**src/pwm_pkg.sv**
```systemverilog
/*
 * PWM generator package
 * AXI-lite request and response structs, register map and control-field positions
 */
`default_nettype none

package pwm_pkg;

    // Bus widths, only the low address bits take part in decoding
    localparam int axil_addr_w = 8;
    localparam int axil_data_w = 32;

    // Response code for a normal access, the only one this slave returns
    localparam logic [1:0] axil_resp_okay = 2'b00;

    // Master to slave signals of the AXI-lite bus
    typedef struct packed {
        logic                   aw_valid;
        logic [axil_data_w-1:0] aw_addr;
        logic                   w_valid;
        logic [axil_data_w-1:0] w_data;
        logic                   b_ready;
        logic                   ar_valid;
        logic [axil_data_w-1:0] ar_addr;
        logic                   r_ready;
    } axil_request_t;

    // Slave to master signals of the AXI-lite bus
    typedef struct packed {
        logic                   aw_ready;
        logic                   w_ready;
        logic                   b_valid;
        logic [1:0]             b_resp;
        logic                   ar_ready;
        logic                   r_valid;
        logic [axil_data_w-1:0] r_data;
        logic [1:0]             r_resp;
    } axil_response_t;

    // Divisor exponent of the timebase, the tick comes every 2**n clocks
    typedef logic [2:0] timebase_setting_t;

    // Width of the channel counters and of the used part of period and compare
    localparam int counter_w = 16;

    // Largest channel count that fits the stop_state field
    localparam int max_channels = 16;

    // Register indexes, the control word comes first
    localparam int ctrl_offset = 0;

    // Each channel owns a period word followed by a compare word
    function automatic int period_offset(input int channel);
        return 1 + 2 * channel;
    endfunction

    function automatic int compare_offset(input int channel);
        return 2 + 2 * channel;
    endfunction

    // Fields of the control word
    localparam int tb_div_lsb      = 0;
    localparam int tb_div_w        = $bits(timebase_setting_t);
    localparam int tb_en_bit       = 3;
    localparam int tb_ext_en_bit   = 4;
    localparam int counter_run_bit = 5;
    localparam int sync_bit        = 6;
    localparam int stop_state_lsb  = 7;

endpackage

`default_nettype wire
```
**src/pwm_generator.sv**
```systemverilog
/*
 * Multi-channel PWM generator
 * Register file, control unit, timebase and one counter per channel
 */
`timescale 1ns/1ps
`default_nettype none

module pwm_generator #(
    parameter int n_channels = 4,
    parameter logic [pwm_pkg::max_channels-1:0] initial_stopped_state = '0
) (
    input  logic                    clock,
    input  logic                    reset,
    input  pwm_pkg::axil_request_t  request,
    output pwm_pkg::axil_response_t response,
    input  logic                    external_tick,
    output logic [n_channels-1:0]   pwm_out
);

    // Control word plus a period and a compare word per channel
    localparam int n_registers = 1 + 2 * n_channels;

    logic [n_registers*32-1:0]  registers;
    logic [31:0]                control_word;
    logic [n_channels-1:0]      counter_status;
    logic [n_channels-1:0]      counter_stopped_state;
    pwm_pkg::timebase_setting_t timebase_setting;
    logic                       timebase_enable;
    logic                       timebase_external_enable;
    logic                       counter_run;
    logic                       sync;
    logic                       tick;

    assign control_word = registers[pwm_pkg::ctrl_offset*32 +: 32];

    axil_register_file #(
        .n_registers(n_registers)
    ) register_file0 (
        .clock(clock),
        .reset(reset),
        .request(request),
        .response(response),
        .registers(registers)
    );

    pwm_control_unit #(
        .n_channels(n_channels),
        .initial_stopped_state(initial_stopped_state)
    ) control_unit0 (
        .clock(clock),
        .reset(reset),
        .control_word(control_word),
        .counter_status(counter_status),
        .timebase_setting(timebase_setting),
        .timebase_enable(timebase_enable),
        .timebase_external_enable(timebase_external_enable),
        .counter_run(counter_run),
        .sync(sync),
        .counter_stopped_state(counter_stopped_state)
    );

    pwm_timebase timebase0 (
        .clock(clock),
        .reset(reset),
        .timebase_setting(timebase_setting),
        .timebase_enable(timebase_enable),
        .timebase_external_enable(timebase_external_enable),
        .external_tick(external_tick),
        .tick(tick)
    );

    // Every channel shares tick, run and sync, with its own period and compare words
    for (genvar i = 0; i < n_channels; i++) begin : channel_gen
        pwm_channel channel0 (
            .clock(clock),
            .reset(reset),
            .tick(tick),
            .counter_run(counter_run),
            .sync(sync),
            .stopped_state(counter_stopped_state[i]),
            .period(registers[pwm_pkg::period_offset(i)*32 +: pwm_pkg::counter_w]),
            .compare(registers[pwm_pkg::compare_offset(i)*32 +: pwm_pkg::counter_w]),
            .busy(counter_status[i]),
            .pwm_out(pwm_out[i])
        );
    end

endmodule

`default_nettype wire

```
**src/pwm_channel.sv**
```systemverilog
/*
 * PWM channel
 * Period counter with compare output, sync reload and stopped-state output
 */
`timescale 1ns/1ps
`default_nettype none

module pwm_channel (
    input  logic                          clock,
    input  logic                          reset,
    input  logic                          tick,
    input  logic                          counter_run,
    input  logic                          sync,
    input  logic                          stopped_state,
    input  logic [pwm_pkg::counter_w-1:0] period,
    input  logic [pwm_pkg::counter_w-1:0] compare,
    output logic                          busy,
    output logic                          pwm_out
);

    logic [pwm_pkg::counter_w-1:0] counter;
    logic                          counter_wrap;
    logic                          compare_match;

    // Greater or equal so a shortened period still wraps at once
    assign counter_wrap  = counter >= period;
    assign compare_match = counter < compare;

    // Counter runs from 0 to period, one step per tick
    always_ff @(posedge clock) begin
        if (!reset) begin
            counter <= '0;
            busy    <= 1'b0;
        end else begin
            busy <= counter_run;
            if (!counter_run || sync) begin
                counter <= '0;
            end else if (tick) begin
                if (counter_wrap) begin
                    counter <= '0;
                end else begin
                    counter <= counter + 1'b1;
                end
            end
        end
    end

    // Output is high for compare counts of every period+1
    // While stopped it follows the stopped state, which the control unit resets
    always_ff @(posedge clock) begin
        if (counter_run) begin
            pwm_out <= compare_match;
        end else begin
            pwm_out <= stopped_state;
        end
    end

endmodule

`default_nettype wire

```
**src/pwm_timebase.sv**
```systemverilog
/*
 * PWM timebase
 * One-cycle tick every 2**setting clocks, or one tick per external tick edge
 */
`timescale 1ns/1ps
`default_nettype none

module pwm_timebase (
    input  logic                       clock,
    input  logic                       reset,
    input  pwm_pkg::timebase_setting_t timebase_setting,
    input  logic                       timebase_enable,
    input  logic                       timebase_external_enable,
    input  logic                       external_tick,
    output logic                       tick
);

    // Wide enough for the largest divisor exponent
    localparam int prescaler_w = 2**$bits(pwm_pkg::timebase_setting_t) - 1;

    logic [prescaler_w-1:0] prescaler;
    logic [prescaler_w-1:0] wrap_mask;
    logic                   external_tick_q;
    logic                   internal_tick;
    logic                   external_rise;

    // Low setting bits of the prescaler, all ones just before they wrap
    assign wrap_mask     = ~({prescaler_w{1'b1}} << timebase_setting);
    assign internal_tick = (prescaler & wrap_mask) == wrap_mask;
    assign external_rise = external_tick && !external_tick_q;

    always_ff @(posedge clock) begin
        if (!reset) begin
            prescaler       <= '0;
            external_tick_q <= 1'b0;
            tick            <= 1'b0;
        end else begin
            external_tick_q <= external_tick;

            // Prescaler restarts from zero whenever the internal timebase is off
            if (timebase_enable && !timebase_external_enable) begin
                prescaler <= prescaler + 1'b1;
            end else begin
                prescaler <= '0;
            end

            if (!timebase_enable) begin
                tick <= 1'b0;
            end else if (timebase_external_enable) begin
                tick <= external_rise;
            end else begin
                tick <= internal_tick;
            end
        end
    end

endmodule

`default_nettype wire

```
**src/pwm_control_unit.sv**
```systemverilog
/*
 * PWM control unit
 * Decodes the control word into timebase settings, run, sync pulse and stopped state
 */
`timescale 1ns/1ps
`default_nettype none

module pwm_control_unit #(
    parameter int n_channels = 4,
    parameter logic [pwm_pkg::max_channels-1:0] initial_stopped_state = '0
) (
    input  logic                       clock,
    input  logic                       reset,
    input  logic [31:0]                control_word,
    input  logic [n_channels-1:0]      counter_status,
    output pwm_pkg::timebase_setting_t timebase_setting,
    output logic                       timebase_enable,
    output logic                       timebase_external_enable,
    output logic                       counter_run,
    output logic                       sync,
    output logic [n_channels-1:0]      counter_stopped_state
);

    // Set after a sync pulse until software clears the sync bit
    logic sync_wait;
    logic sync_request;
    logic counters_idle;

    assign sync_request  = control_word[pwm_pkg::sync_bit];
    assign counters_idle = ~|counter_status;

    // Sync produces one pulse per rising of the bit
    always_ff @(posedge clock) begin
        if (!reset) begin
            sync      <= 1'b0;
            sync_wait <= 1'b0;
        end else begin
            if (!sync_wait && sync_request) begin
                sync      <= 1'b1;
                sync_wait <= 1'b1;
            end else begin
                sync <= 1'b0;
                // Rearm once the bit has been cleared
                if (!sync_request) begin
                    sync_wait <= 1'b0;
                end
            end
        end
    end

    always_ff @(posedge clock) begin
        if (!reset) begin
            timebase_setting         <= '0;
            timebase_enable          <= 1'b0;
            timebase_external_enable <= 1'b0;
            counter_run              <= 1'b0;
            counter_stopped_state    <= initial_stopped_state[n_channels-1:0];
        end else begin
            // The tick rate is only changed while no counter is in a period
            if (counters_idle) begin
                timebase_setting         <= control_word[pwm_pkg::tb_div_lsb +: pwm_pkg::tb_div_w];
                timebase_enable          <= control_word[pwm_pkg::tb_en_bit];
                timebase_external_enable <= control_word[pwm_pkg::tb_ext_en_bit];
            end
            counter_run           <= control_word[pwm_pkg::counter_run_bit];
            counter_stopped_state <= control_word[pwm_pkg::stop_state_lsb +: n_channels];
        end
    end

endmodule

`default_nettype wire

```
**src/axil_register_file.sv**
```systemverilog
/*
 * AXI-lite register file
 * Holds n_registers read-write words and exposes them as one flat vector
 */
`timescale 1ns/1ps
`default_nettype none

module axil_register_file #(
    parameter int n_registers = 9
) (
    input  logic                       clock,
    input  logic                       reset,
    input  pwm_pkg::axil_request_t     request,
    output pwm_pkg::axil_response_t    response,
    output logic [n_registers*32-1:0]  registers
);

    // Word index taken from the masked byte address
    localparam int index_w = pwm_pkg::axil_addr_w - 2;
    localparam logic [pwm_pkg::axil_addr_w-1:0] address_mask = {{index_w{1'b1}}, 2'b00};

    logic [index_w-1:0] write_index;
    logic [index_w-1:0] read_index;
    logic               write_ready;
    logic               write_response_valid;
    logic               read_ready;
    logic               read_valid;
    logic [31:0]        read_data;
    logic               write_start;
    logic               write_fire;
    logic               read_start;
    logic               read_fire;

    function automatic logic [index_w-1:0] word_index(input logic [31:0] address);
        logic [pwm_pkg::axil_addr_w-1:0] masked;
        masked = address[pwm_pkg::axil_addr_w-1:0] & address_mask;
        return masked[pwm_pkg::axil_addr_w-1:2];
    endfunction

    assign write_index = word_index(request.aw_addr);
    assign read_index  = word_index(request.ar_addr);

    // A write starts only with address and data both present and no response pending
    assign write_start = request.aw_valid && request.w_valid
                         && !write_ready && !write_response_valid;
    assign write_fire  = write_ready && request.aw_valid && request.w_valid;

    // Reads wait for the previous read data to be taken
    assign read_start = request.ar_valid && !read_ready && !read_valid;
    assign read_fire  = read_ready && request.ar_valid;

    // Handshake state, ready pulses for a single cycle
    always_ff @(posedge clock) begin
        if (!reset) begin
            write_ready          <= 1'b0;
            write_response_valid <= 1'b0;
            read_ready           <= 1'b0;
            read_valid           <= 1'b0;
        end else begin
            write_ready <= write_start;
            read_ready  <= read_start;

            // The write response holds until the master takes it
            if (write_fire) begin
                write_response_valid <= 1'b1;
            end else if (request.b_ready) begin
                write_response_valid <= 1'b0;
            end

            if (read_fire) begin
                read_valid <= 1'b1;
            end else if (request.r_ready) begin
                read_valid <= 1'b0;
            end
        end
    end

    // Register storage, indexes past the end are dropped
    always_ff @(posedge clock) begin
        if (!reset) begin
            registers <= '0;
        end else if (write_fire && int'(write_index) < n_registers) begin
            registers[write_index*32 +: 32] <= request.w_data;
        end
    end

    // Read data is captured with the address and holds while r_valid waits
    always_ff @(posedge clock) begin
        if (read_fire) begin
            if (int'(read_index) < n_registers) begin
                read_data <= registers[read_index*32 +: 32];
            end else begin
                read_data <= '0;
            end
        end
    end

    assign response = '{
        aw_ready: write_ready,
        w_ready:  write_ready,
        b_valid:  write_response_valid,
        b_resp:   pwm_pkg::axil_resp_okay,
        ar_ready: read_ready,
        r_valid:  read_valid,
        r_data:   read_data,
        r_resp:   pwm_pkg::axil_resp_okay
    };

endmodule

`default_nettype wire

```
**config.mk**
```make
export PLATFORM = sky130hd
export DESIGN_NAME = pwm_generator
export DESIGN_NICKNAME = d
export VERILOG_FILES = /design/src/pwm_pkg.sv /design/src/pwm_generator.sv /design/src/pwm_channel.sv /design/src/pwm_timebase.sv /design/src/pwm_control_unit.sv /design/src/axil_register_file.sv
export SDC_FILE = /design/constraint.sdc
export NUM_CORES = 1
export LEC_CHECK = 0
export BUFFER_PORTS_ARGS = -buffer_cell sky130_fd_sc_hd__buf_4
export CORE_AREA = 2 2 203 205
export CTS_CLUSTER_DIAMETER = 50
export DETAILED_ROUTE_END_ITERATION = 6
export DIE_AREA = 0 0 205 207
export PLACE_DENSITY = 0.71
export SLEW_MARGIN = 40
export SYNTH_ARGS = -nofsm -noshare
export SYNTH_HDL_FRONTEND = slang
export SYNTH_SLANG_ARGS = --single-unit
export TNS_END_PERCENT = 20
```
**constraint.sdc**
```tcl
create_clock -name clock -period 3 [get_ports clock]
set_input_delay 0.15 -clock clock [delete_from_list [all_inputs] [get_ports clock]]
set_output_delay 0.15 -clock clock [all_outputs]
set_load 0.005 [all_outputs]
```
Yosys cells after proc, flatten, opt, wreduce, memory -nomap -nowiden
Index checks and enable logic that the tools add are counted.
{ "totals": {"regBits": 414, "latchBits": 0, "ramBits": 0, "rom_bits": 0, "in_bits": 104, "out_inout_bits": 45, "elab_cells": 93, "mem_count": 0} }
{ "op_classes": {"add_sub_neg": 6, "mul": 0, "div": 0, "magnitude_cmp": 10, "eq_ne": 2, "n_shift": 4, "n_mux": 17, "bitwise_logic": 3, "n_reduce_logical": 26} }
{ "ops": {"columns": ["cell", "count"], "rows": [
  ["$bwmux 288", 1],
  ["$shift 32x34->288 const A", 1],
  ["$shiftx 288x12->32", 1],
  ["$shiftx 32x34->288", 1],
  ["$add 16x1->16 const B", 4],
  ["$ge 16x16->1", 4],
  ["$lt 16x16->1", 4],
  ["$mux 16", 4],
  ["$neg 11->34", 1],
  ["$logic_and 1x1->1", 12],
  ["$lt 6x4->1 const B", 2],
  ["$mux 1", 12],
  ["$logic_not 1->1", 8],
  ["$add 7x1->7 const B", 1],
  ["$and 7x7->7", 1],
  ["$eq 7x7->1", 1],
  ["$not 7->7", 1],
  ["$shl 7x3->7 const A", 1],
  ["$reduce_and 2->1", 2],
  ["$reduce_bool 2->1", 2],
  ["$ne 2x1->1 const B", 1],
  ["$reduce_or 2->1", 1],
  ["$logic_or 1x1->1", 1],
  ["$not 1->1", 1]
]} }

Longest topological paths before layout
Gate-level depths: netlist of run 1.
{ "logic_depth": {"ltp_word": 5, "ltp_mapped": 12, "ltp_nobuf": 8} }

Cells and area by module
A second synthesis of run 1 with hierarchy kept.
{ "unflattened": {"hier_cells": 2298, "area_unflattened_um2": 21306.7} }
{ "by_module_without_submodules": {"columns": ["mod", "n_inst", "cells_per_inst", "area_each_um2", "seq_area_each_um2"], "rows": [
  ["axil_register_file", 1, 1456, 14305.0, 6806.5],
  ["pwm_channel", 4, 191, 1556.5, 360.3],
  ["pwm_control_unit", 1, 36, 396.6, 240.2],
  ["pwm_timebase", 1, 42, 379.1, 180.2]
]} }

Least setup slack after synthesis of run 1
Ideal clock, no wire load.
{ "synth_timing": {"path_type": "input port to flip-flop", "startpoint": "in request[70] in the netlist's numbering", "endpoint": "reg register_file0.registers[128]", "setup_ns": 0.121, "arrival_ns": 2.641, "required_ns": 2.879, "slack_ns": 0.238, "stages": 12, "path_buffers": 4, "cell_sequence": "buf_2 or2_2 or4_1 ha_1 nor3_4 nand3_2 or4b_1 buf_2 buf_4 buf_4 nand3_1 o31ai_1"} }
{ "synth_via": {"elab_chain_len": 3, "elab_cells_between_ends": 6, "classes_between": "add/sub: 1; order compare: 1; shift: 2; mux: 1; reduce/logical: 1"} }
{ "synth_rtl": {"columns": ["element", "line_no", "source"], "rows": [
  ["start, declared", "pwm_generator.sv:14", "input pwm_pkg::axil_request_t request,"],
  ["$neg 11->34", "axil_register_file.sv:83", "registers[write_index*32 +: 32] <= request.w_data;"],
  ["$shiftx 32x34->288 or $shift 32x34->288 (tied branches)", "axil_register_file.sv:83", null],
  ["$bwmux 288", "axil_register_file.sv:83", null],
  ["end signal, assigned by index", "axil_register_file.sv:83", null],
  ["end, declared", "axil_register_file.sv:15", "output logic [n_registers*32-1:0] registers"]
]} }
Parallel ways exist; a longest one is shown, timed or not.
A chain may end at the register's enable or synchronous reset.

Worst setup path after layout of run 1
{ "layout_timing": {"startpoint": "reg register_file0.registers[41]", "endpoint": "reg channel_gen[0].channel0.counter[2] in the netlist's numbering"} }
{ "layout_via": {"elab_chain_len": 2} }
{ "layout_rtl": {"columns": ["element", "line_no", "source"], "rows": [
  ["$ge 16x16->1", "pwm_channel.sv:26", "assign counter_wrap = counter >= period;"],
  ["$mux 16", "pwm_channel.sv:39", "if (counter_wrap) begin"],
  ["end signal, assigned", "pwm_channel.sv:42", "counter <= counter + 1'b1;"],
  ["end, declared", "pwm_channel.sv:21", "logic [pwm_pkg::counter_w-1:0] counter;"]
]} }
Every way passes these cells.

==> results of run 1 <==
## flip-flops by register name, indices dropped and copies added, names as in the netlist, 3 cells and up
register                             flops
control_unit0.counter_stopped_state      4
register_file0.read_data                32
channel_gen.channel0.counter            64
timebase0.prescaler                      7
control_unit0.timebase_setting           3
channel_gen.channel0.pwm_out             4
register_file0.registers               288
## cell usage in the layout (no fill, tap or decap), types with 5 or more instances in the layout
| master | Yosys | final |
|---|---|---|
| xnor2_1 | 28 | 28 |
| ha_1 | 131 | 131 |
| inv_6 | 0 | 5 |
| nand2_1 | 246 | 246 |
| nand4_1 | 25 | 25 |
| nor3_1 | 24 | 24 |
| a21o_1 | 28 | 28 |
| clkbuf_8 | 0 | 9 |
| and3_1 | 20 | 20 |
| mux4_2 | 64 | 64 |
| and4_1 | 10 | 10 |
| inv_1 | 139 | 139 |
| o21ai_1 | 44 | 44 |
| and2_1 | 10 | 10 |
| clkbuf_1 | 120 | 9 |
| nor2_1 | 137 | 136 |
| dlygate4sd3_1 | 0 | 41 |
| buf_12 | 0 | 13 |
| mux2i_1 | 69 | 69 |
| edfxtp_1 | 32 | 32 |
| dfxtp_1 | 382 | 382 |
| nand2b_1 | 12 | 12 |
| o21a_1 | 8 | 8 |
| clkbuf_16 | 0 | 47 |
| a21oi_1 | 116 | 116 |
| a211oi_1 | 15 | 15 |
| a31o_1 | 32 | 32 |
| clkinv_2 | 0 | 7 |
| buf_4 | 23 | 131 |
| nor2b_1 | 49 | 49 |
| xor2_1 | 32 | 32 |
| nand3_1 | 253 | 252 |
| a21boi_0 | 59 | 59 |
| o21ai_0 | 159 | 157 |
## through the flow
stage	utilization, %	instance area (um^2)	instances
2_1_floorplan	-	21100	2369
3_3_place_gp	55.2	22300	2864
3_5_place_dp	55.2	22300	2864
4_1_cts	59.9	24200	2987
5_1_grt	59.9	24200	2987
6_report	59.9	24200	2987
## area by class of cell
cell class	count	area, um^2
Fill cell	3460	16200
Multi-Input combinational cell	1634	11200
Sequential cell	414	8610
Timing Repair Buffer	186	1670
Clock buffer	64	1320
Tap cell	532	666
Inverter	139	522
Clock inverter	18	151
## routing by layer
metal	vias to the layer above	wire length [um]	global-route usage (%)
met5	-	0	0
met4	0	1960	10.4
met3	119	5490	6.40
met2	685	26900	43.5
met1	8488	25300	38.2
li1	8399	-	-
## worst max-delay path, stage by stage (launching register included)
cell,delay (ns)
dfxtp_1,0.39
inv_1,0.07
ha_1,0.29
a211oi_1,0.22
nor2_1,0.10
a2111oi_0,0.72
a211oi_1,0.15
buf_4,0.23
nor4_1,0.24
## Yosys cell counts, types with 32 or more instances
cell type | instances | share of area, %
o21ai_0 | 159 | 3.8
mux2i_1 | 69 | 3.3
nor2_1 | 137 | 2.4
nor2b_1 | 49 | 1.5
a21oi_1 | 116 | 2.7
mux4_2 | 64 | 6.8
a31o_1 | 32 | 1.3
inv_1 | 139 | 2.5
dfxtp_1 | 382 | 36
edfxtp_1 | 32 | 4.6
ha_1 | 131 | 7.8
nand3_1 | 253 | 6.0
xor2_1 | 32 | 1.3
a21boi_0 | 59 | 2.1
nand2_1 | 246 | 4.4
o21ai_1 | 44 | 1.0
clkbuf_1 | 120 | 2.1
## logic make-up (layout without fill, tap and decap cells)
logic type                 Yosys count  count (layout)  synth area share [%]
buffers and inverters              321             407                  6.26
and+or+nand+nor                    818             818                  18.7
DFF                                414             414                  40.8
muxes                              133             133                  10.1
adders and majority gates          131             131                  7.76
other                                1               4                0.0178
xor gates and xnor gates            60              60                  2.49
AOI/OAI and AO/OA                  488             488                  13.9
## power groups by stage
stage	registers, mW	clock network, mW	logic (mW)
2_1_floorplan	5.69	0	0.286
3_3_place_gp	5.69	0	0.482
3_5_place_dp	5.69	0	0.488
4_1_cts	5.57	5.58	0.531
5_1_grt	5.57	5.80	0.568
6_report	5.57	5.52	0.541
## what timing repair did
action                     in CTS  in global routing
setup buffers                   0                  0
setup endpoints to repair       0                  0
hold buffers                   41                  0
hold endpoints to repair      236                  0
## worst min-delay path by stage
stage / startpoint / slack, ns / endpoint / cells after the start
5_1_grt: request[74] / 0.02 / register_file0.registers[128]$_SDFFE_PN0P_ / 3
2_1_floorplan: external_tick / 0.28 / timebase0.external_tick_q$_SDFF_PN0_ / 1
6_report: request[74] / 0.03 / register_file0.registers[128]$_SDFFE_PN0P_ / 3
4_1_cts: request[74] / 0.01 / register_file0.registers[128]$_SDFFE_PN0P_ / 3
3_5_place_dp: external_tick / 0.38 / timebase0.external_tick_q$_SDFF_PN0_ / 2
3_3_place_gp: external_tick / 0.37 / timebase0.external_tick_q$_SDFF_PN0_ / 2
==> summary.md, run 1 <==
| Metric | Value |
|---|---|
| Post-synth ARST share | `0%` |
| TritonCTS Buffers | `46` |
| DRC Markers | `0` |
| Yosys warnings | `0` |
| Final WS setup | `roughly 0.49 ns` |
| Reg power frac | `47.9%` |
| Total power draw | `11.6 mW` |
| Sw Ratio | `between 20% and 30%` |
| Final min period | `2.51 ns` |
| Final ANT Viol Nets | `0` |
| Layout overhead on the synthesized area | `14.5%` |
| Final #Nets | `around 2700` |
| Highest clock rate | `between 300 and 400 MHz` |
| Rel. slew slack | `approximately 44%` |
| HP Class | `primary input to register` |
| Worst-path maximum fanout | `14` |
| CTS max path bufs | `3` |
| Worst R2R Start | `register_file0.registers[41]$_SDFFE_PN0P_` |
| Leakage | `about 8.9 nW` |
| Final Hold Fails | `0` |
| Post-synth EDFFs | `32` |
| GRT Total Usage | `28.1%` |
| Setup crit end kind | `register` |
| Final GP Congestion | `around 0.90` |
| DIE AREA | `between 40000 and 50000 um^2` |
| Netlist cell types | `64` |
| Final WL | `roughly 60000 um` |
| CTS Sinks | `414` |
| Worst vdd rail ir drop | `~0.37 mV` |
| R2R cell count | `8` |
| NetSw | `about 2.7 mW` |
| Final setup violating endpoints | `0` |
| Pint | `~8.9 mW` |
| Mapped cell area | `21100 um^2` |
| Place WS | `slightly below 0.1 ns` |
| Port bufs | `just over 90` |
| Critical path launch point | `register_file0.registers[41]$_SDFFE_PN0P_` |
| Worst-Skew Late Latency | `0.58 ns` |
| Most used DFF post-synth | `dfxtp_1` |
| Via count | `17700` |
| Worst Setup EP | `channel_gen[0].channel0.counter[2]$_SDFFE_PP0P_` |
| Clock transition at path regs | `approximately 0.060 ns` |
| Area of the core | `between 40000 and 50000 um^2` |
| FF-to-FF setup slack | `0.49 ns` |
| WP data arrival | `~3 ns` |
| Initial DRC count | `~1600` |
| Initial antenna violation count | `0` |
| Initial Utilization | `a little over half` |
| Mapped Avg Cell Area | `between 8 and 9 um^2` |
| PostCTS Resize Cnt | `0` |
| Root buffer cell | `clkbuf_16` |
| Register area share after synthesis | `between 40% and 50%` |
| Chip width | `205 um` |
| Status | `finished clean` |
| Vert. Die Dim | `207 um` |
| Detailed Place HPWL | `between 40000 and 50000 um` |
| Reg-to-reg endpoint | `channel_gen[0].channel0.counter[2]$_SDFFE_PP0P_` |
| Total grt overflow | `0` |
| Layout cells sized above 1 | `12.4%` |
| Tcrit/Tclk final | `83.6%` |
| Critical path class | `register to register` |
| Pwr Density | `between 400 and 500 nW/um^2` |
| Startpoint Class | `register` |
| Combinational Power Share | `under 10%` |
| ANT cells | `0` |
| Global-route wire length before repair | `between 90000 and 100000 um` |
| Cells after Synth | `2366` |
| Clk pwr share | `47.4%` |
| FF+latch count, synth | `414` |
| Largest net degree at the start of global routing | `a little over 200` |
| Layout Skew | `0.0191 ns` |
| Top-Level Pins | `roughly 150` |
| Worst-margin pin slew | `between 0.8 and 0.9 ns` |
| DRT Pass-1 Iters | `6` |
| Max-cap violations | `0` |
| Hold WS | `between 0.02 and 0.03 ns` |
| Setup TNS Final | `0 ns` |
| Routed WL per cell | `roughly 20 um` |
| Rows | `74` |
| Final Max Tran Viols | `0` |
| RSZ-0062 raised after global routing | `no` |
| Vias in the first global route | `~17000` |
| Via density | `~5.9` |
| CTS tree | `yes` |
| H-tree depth | `2` |
| Worst Path Required | `around 3.5 ns` |
(Power assumes the default switching activity.)
==> run 2: changes to the inputs <==
ABC_AREA = 1   (was unset)
CORE_AREA = 2 2 224 226   (was 2 2 203 205)
DIE_AREA = 0 0 226 228   (was 0 0 205 207)
PLACE_DENSITY = 0.7   (was 0.71)
clock period = 2.4 ns   (was 3 ns; I/O delays follow)
==> run 2 against run 1 <==
Register-to-register slack worse by 0.16 ns. Largest power group is now the clock network. Hold slack got worse by 0.0059 ns. Via count is 52% higher. Highest routed layer unchanged. Sequential share of layout area is 7.2 points lower. Combinational power increased to 3.3 times the previous value. Flip-flop and latch count unchanged. Wire length is 51% higher. Synthesized area is 22% higher. Non-clock buffer count increased by 98.
==> summary.md, run 2 <==
| Metric | Value |
|---|---|
| Status | `finished clean` |
| Final Max Tran Viols | `0` |
| Worst-margin pin slew | `0.698 ns` |
| Mux cell area share after synthesis | `0.156%` |
| GRT Total Usage | `34.6%` |
| Total power draw | `approximately 17 mW` |
| Final #Nets | `approximately 4400` |
| Largest net degree at the start of global routing | `~110` |
| Top Registers | `register_file0.registers x288, channel_gen.channel0.counter x64, register_file0.read_data x32` |
| Pwr Density | `about 570 nW/um^2` |
| ANT cells | `0` |
| Routed WL per cell | `~18 um` |
| Critical path class | `primary input to register` |
| Setup crit end kind | `register` |
| Hold path depth | `5` |
| Final setup violating endpoints | `0` |
| Worst Path Required | `2.92 ns` |
| HP Class | `primary input to register` |
| Via density | `roughly 5.5` |
| Detailed Place HPWL | `around 59000 um` |
| Root buffer cell | `clkbuf_16` |
| R2R cell count | `10` |
| Storage cell area | `8610 um^2` |
| RSZ-0062 raised after global routing | `no` |
| Mapped Avg Cell Area | `approximately 6.2 um^2` |
| Simple-gate share of the synthesized area | `approximately 36%` |
| Vias in the first global route | `~25000` |
| Synth Area in Adders | `under 10%` |
| Area leader, netlist | `dfxtp_1` |
| FF+latch count, synth | `414` |
| Global-route wire length before repair | `approximately 140000 um` |
| Port bufs | `slightly above 90` |
| Rows | `82` |
| Worst R2R Start | `register_file0.registers[175]$_SDFFE_PN0P_` |
| Mapped cell area | `25700 um^2` |
| H-tree depth | `2` |
| Startpoint Class | `primary input` |
| Total grt overflow | `0` |
| Reg-to-reg endpoint | `channel_gen[2].channel0.counter[9]$_SDFFE_PP0P_` |
| TritonCTS Buffers | `54` |
| DIE AREA | `slightly above 50000 um^2` |
| GR Util met2 | `55.0%` |
| Area share of the largest cell type after synthesis | `29.8%` |
| Via count | `26900` |
| Layout cells sized above 1 | `approximately 8.4%` |
| Synthesized-area fraction occupied by xor and xnor cells | `1.29%` |
| Complex-gate fraction of the synthesized area | `around 8.4%` |
| Initial DRC count | `2669` |
| Chip width | `226 um` |
| Hold Crit Endpoint | `register_file0.registers[9]$_SDFFE_PN0P_` |
| Worst vdd rail ir drop | `about 0.52 mV` |
| Global route hottest layer | `met2` |
| Final min period | `about 2.2 ns` |
| Clock transition at path regs | `0.06 ns` |
| Met1 Usage GRT | `a little over two fifths` |
| Commonest cells in the netlist | `947 x nand2_1, 655 x inv_1, 542 x nor2_1` |
| Crit path cell chain | `dlygate4sd3_1 > buf_4 > nand2_1 > dlygate4sd3_1 > nor2_4 > nand3_1 > nor3_4 > buf_4 > buf_4 > clkbuf_16 > nand4_1 > nand2_1 > nor2_1` |
| Final GP Congestion | `around 1` |
| Tcrit/Tclk final | `~93%` |
| CTS max path bufs | `3` |
| Leakage | `~14 nW` |
| Initial Utilization | `~52%` |
| Layout overhead on the synthesized area | `17.8%` |
| Rel. slew slack | `~53%` |
| Critical path's most frequent cell | `buf_4` |
| DRT Pass-1 Iters | `6` |
| FF-to-FF setup slack | `~0.33 ns` |
| Slowest stage delay, CP | `roughly 0.6 ns` |
| Register area share after synthesis | `between 30% and 40%` |
| Most frequent cells in the layout | `945 x nand2_1, 654 x inv_1, 538 x nor2_1` |
| Multi-input logic area | `roughly 14000 um^2` |
| Max-cap violations | `0` |
| Cells after Synth | `about 4100` |
| Worst-path maximum fanout | `10` |
| Post-synth EDFFs | `32` |
| Final WL | `~90000 um` |
| Met3 Use GR | `5.31%` |
| Top post-synthesis cells by area | `dfxtp_1 30%, nand2_1 14%, inv_1 9.6%` |
| Worst-Skew Late Latency | `roughly 0.62 ns` |
| Post-synth ARST share | `0%` |
| Setup TNS Final | `0 ns` |
| WP data arrival | `around 2.8 ns` |
| Netlist cell types | `35` |
| Biggest register | `register_file0.registers` |
| DRC Markers | `0` |
| Hold_sp | `request[70]` |
| Largest family of logic cells by synthesized area | `simple AND/OR/NAND/NOR gates` |
| Top-Level Pins | `149` |
| Yosys warnings | `0` |
| Hold WS | `between 0.02 and 0.025 ns` |
| Area of the core | `~49000 um^2` |
| Number of flip-flops under the largest register name | `~290` |
| Final ANT Viol Nets | `0` |
| Commonest non-fill, non-tap cell in the layout | `nand2_1` |
| Most frequent cell after synthesis | `nand2_1` |
| Slowest-stage cell, CP | `dlygate4sd3_1` |
| Most used DFF post-synth | `dfxtp_1` |
| Vert. Die Dim | `around 230 um` |
| Initial antenna violation count | `0` |
| Highest clock rate | `roughly 450 MHz` |
| CTS tree | `yes` |
| CTS Sinks | `about 410` |
| Layout Skew | `approximately 0.026 ns` |
| Fill count | `~4700` |
| Final Hold Fails | `0` |
==> run 2: changes by cell type in the layout (fill, tap and decap cells not counted), moves of 44 or more <==
cell      previous run  this run
nand2_1            246       945
inv_1              139       654
nor2_1             136       538
nand4_1             25       235
a21oi_1            116       224
nor3_1              24       125
mux2i_1             69         4
mux4_2              64         0
a21boi_0            59         1
buf_4              131       188
nand3_1            252       305
nor2b_1             49         0
o21ai_1             44         0
==> run 2: worst max-delay path by stage <==
stage / from / to / slack, ns
floorplan: request[71] / register_file0.registers[261]$_SDFFE_PN0P_ / 0.41
global placement: request[71] / register_file0.registers[1]$_SDFFE_PN0P_ / 0.03
detailed placement: request[71] / register_file0.registers[1]$_SDFFE_PN0P_ / 0.001
CTS: request[100] / register_file0.registers[59]$_SDFFE_PN0P_ / 0.07
global route: request[100] / register_file0.registers[158]$_SDFFE_PN0P_ / 0.04
finish: request[100] / register_file0.registers[41]$_SDFFE_PN0P_ / 0.17
==> run 2: area by class of cell <==
class	instances	area share [%]
multi-input combinational	2757	44.7
timing repair buffer	284	9.55
clock inverter	34	1.34
tap	672	2.78
sequential	414	28.4
inverter	664	8.26
clock buffer	66	4.88
==> run 2: per-stage QoR <==
step / setup WS [ns] / utilization, % / cell area, um^2 / cells
after global placement: 0.0288 / 56.4 / 27800 / 4742
after detailed placement: 0.000983 / 56.4 / 27800 / 4742
after CTS: 0.0678 / 61.1 / 30200 / 4886
after floorplan: 0.413 / - / 25700 / 4115
after global routing: 0.0428 / 61.3 / 30300 / 4891
final: 0.167 / 61.3 / 30300 / 4891
==> run 2: where the power goes <==
group	total, mW	switching, mW	internal (mW)	leakage, nW
Sequential	6.97	0.00516	6.97	3.39
Combinational	1.81	1.27	0.541	9.58
Clock	8.60	3.36	5.24	0.927
==> run 2: critical path, delay by kind of cell <==
kind                   cells  cell delay, ns
and+or+nand+nor            7            0.90
buffers and inverters      6            1.70
==> run 2: kinds of logic after synthesis <==
logic type,Yosys count
AOI/OAI and AO/OA,417
xor gates and xnor gates,37
adders and majority gates,131
buffers and inverters,944
DFF,414
muxes,4
other,1
and+or+nand+nor,2164
==> run 2: metal layers <==
| layer | vias to the layer above | routed length [um] |
|---|---|---|
| met5 | - | 0 |
| li1 | 13200 | - |
| met1 | 12000 | 35600 |
| met2 | 1313 | 40200 |
| met4 | 0 | 6230 |
| met3 | 345 | 7940 |
==> run 2: what timing repair did <==
| action | in CTS | in global routing |
|---|---|---|
| endpoints found under the hold margin | 134 | 0 |
| resized for setup | 0 | 3 |
| hold buffers | 44 | 0 |
| setup buffers | 0 | 3 |
| setup endpoints to repair | 0 | 255 |
==> run 3: changes to the inputs <==
--- a/config.mk
+++ b/config.mk
@@ -7,5 +7,5 @@
 export LEC_CHECK = 0
 export ABC_AREA = 1
-export BUFFER_PORTS_ARGS = -buffer_cell sky130_fd_sc_hd__buf_4
+export BUFFER_PORTS_ARGS = -buffer_cell sky130_fd_sc_hd__buf_2
 export CORE_AREA = 2 2 224 226
 export CTS_CLUSTER_DIAMETER = 50
==> constraint.sdc (replaced) <==
create_clock -name clock -period 2.4 [get_ports clock]
set_input_delay 0.24 -clock clock [delete_from_list [all_inputs] [get_ports clock]]
set_output_delay 0.24 -clock clock [all_outputs]
set_load 0.005 [all_outputs]
==> run 3 against run 2 <==
Final cell count is 0.49% lower. Die area stayed put. Critical path depth shrank 4. Utilization decreased by 0.99 points. Clock-buffer cell count up 6. Non-clock buffer count down 31. Clock skew grew 0.0079 ns. Highest routed layer unchanged.
==> summary.md, run 3 (same netlist as run 2, synthesis figures left out) <==
| Metric | Value |
|---|---|
| WP data arrival | `roughly 2.5 ns` |
| Vias in the first global route | `~24000` |
| Met3 WL | `about 6900 um` |
| Detailed Place HPWL | `58500 um` |
| Chip width | `226 um` |
| Largest delay share family, worst path | `simple AND/OR/NAND/NOR gates` |
| Via count | `between 20000 and 30000` |
| Max-cap violations | `0` |
| Layout cells sized above 1 | `under 10%` |
| Clock transition at path regs | `0.06 ns` |
| Slowest stage delay, CP | `0.40 ns` |
| Rel. slew slack | `between 60 and 70%` |
| Most frequent cells in the layout | `945 x nand2_1, 654 x inv_1, 539 x nor2_1` |
| Worst Path Required | `about 2.9 ns` |
| Final min period | `2.02 ns` |
| Layout overhead on the synthesized area | `15.9%` |
| Setup crit end kind | `register` |
| Final Hold Fails | `0` |
| HP Class | `primary input to register` |
| Number of flip-flops under the largest register name | `288` |
| Status | `finished clean` |
| Leakage | `approximately 14 nW` |
| Top Registers | `register_file0.registers x288, channel_gen.channel0.counter x64, register_file0.read_data x32` |
| Routed WL per cell | `18.0 um` |
| Port bufs | `92` |
| DR top layer | `met4` |
| Critical path class | `register to register` |
| Storage cell area | `8610 um^2` |
| Largest net degree at the start of global routing | `approximately 180` |
| Area of the core | `49300 um^2` |
| GRT Total Usage | `roughly a third` |
| Initial antenna violation count | `0` |
| Top-Level Pins | `roughly 150` |
| ANT cells | `0` |
| Fin util | `about three fifths` |
| RSZ-0062 raised after global routing | `no` |
| Via density | `approximately 5.5` |
| Setup TNS Final | `0 ns` |
| Slowest-stage cell, CP | `nand2_1` |
| PostCTS Resize Cnt | `0` |
| CTS tree | `yes` |
| CTS max path bufs | `3` |
| Worst-Skew Late Latency | `~0.65 ns` |
| Initial Utilization | `between 50% and 60%` |
| Vert. Die Dim | `around 230 um` |
| DRC Markers | `0` |
| Final WL | `slightly below 90000 um` |
| Highest clock rate | `a little under 500 MHz` |
| CTS Sinks | `between 400 and 500` |
| Final ANT Viol Nets | `0` |
| Hold WS | `between 0.005 and 0.006 ns` |
| Pwr Density | `589 nW/um^2` |
| Worst-margin pin slew | `about 0.60 ns` |
| Final Max Tran Viols | `0` |
| Global-route wire length before repair | `136000 um` |
| DIE AREA | `~52000 um^2` |
| Rows | `82` |
| Fill count | `4718` |
| DRT Pass-1 Iters | `6` |
| Startpoint Class | `register` |
| Biggest register | `register_file0.registers` |
| H-tree depth | `2` |
| Worst vdd rail ir drop | `approximately 0.57 mV` |
| Final #Nets | `about 4400` |
| Critical path's most frequent cell | `nand2_1` |
| Layout Skew | `approximately 0.034 ns` |
| WL met2 | `39600 um` |
| Initial DRC count | `between 2000 and 3000` |
| Commonest non-fill, non-tap cell in the layout | `nand2_1` |
| Buf/Inv on CP | `1` |
| Multi-input logic area | `about 14000 um^2` |
| Metal-1 WL | `~35000 um` |
| Hold-fix buffers at CTS | `12` |
| Worst-path maximum fanout | `15` |
| Final setup violating endpoints | `0` |
| Final GP Congestion | `0.959` |
| Tcrit/Tclk final | `a little over four fifths` |
| Postcts setup bufs | `0` |
| Root buffer cell | `clkbuf_16` |
| TritonCTS Buffers | `57` |
| Crit path cell chain | `inv_1 > ha_1 > nand2_1 > nor3_1 > nand3_1 > nand3_1 > nand2_1 > nand2_1 > nor2_1` |
| Total grt overflow | `0` |
-- run 3: worst reg2reg max path, cell delays in order, from the launching register on --
cell and delay [ns]:
dfxtp_1 0.32, inv_1 0.12, ha_1 0.33, nand2_1 0.09, nor3_1 0.28, nand3_1 0.11
nand3_1 0.10, nand2_1 0.06, nand2_1 0.40, nor2_1 0.09
-- run 3: layer usage --
metal	track usage [%]	up-vias
met5	0	-
met2	54.2	1257
met3	4.11	280
met4	21.9	0
li1	-	13100
met1	42.8	11900
-- run 3: per-stage QoR --
step / worst slack, ns / cells / instance area (um^2) / total power, mW
6_report: 0.382 / 4867 / 29800 / 17.5
5_1_grt: 0.192 / 4867 / 29800 / 18.0
4_1_cts: 0.396 / 4865 / 29700 / 17.5
3_5_place_dp: -0.0853 / 4746 / 27600 / 8.76
3_3_place_gp: -0.0547 / 4746 / 27600 / 8.76
2_1_floorplan: 0.293 / 4115 / 25700 / 8.05
-- run 3: layout make-up --
class	count	area share, %
clock buffers	72	5.25
flip-flops and latches	414	28.9
inverters	664	8.39
well taps	672	2.82
clock inverters	35	1.41
repair buffers	253	7.76
multi-input cells	2757	45.4
-- run 3: final timing paths --
path	startpoint	end	slack, ns	cells past startpoint
worst max register to register	register_file0.registers[111]$_SDFFE_PN0P_	channel_gen[1].channel0.counter[3]$_SDFFE_PP0P_	0.38	9
worst min-delay path	request[8]	register_file0.read_data[30]$_SDFFCE_PP0P_	0.005	3
worst min register to register	control_unit0.sync_wait$_SDFFE_PN0P_	control_unit0.sync$_SDFF_PN0_	0.39	1
worst max-delay path	register_file0.registers[111]$_SDFFE_PN0P_	channel_gen[1].channel0.counter[3]$_SDFFE_PP0P_	0.38	9
-- run 3: where the power goes --
group | internal [mW] | switching (mW) | total (mW) | leakage, nW
clock | 5.31 | 3.53 | 8.85 | 0.964
combinational | 0.471 | 1.25 | 1.72 | 9.38
sequential | 6.97 | 0.00475 | 6.97 | 3.39
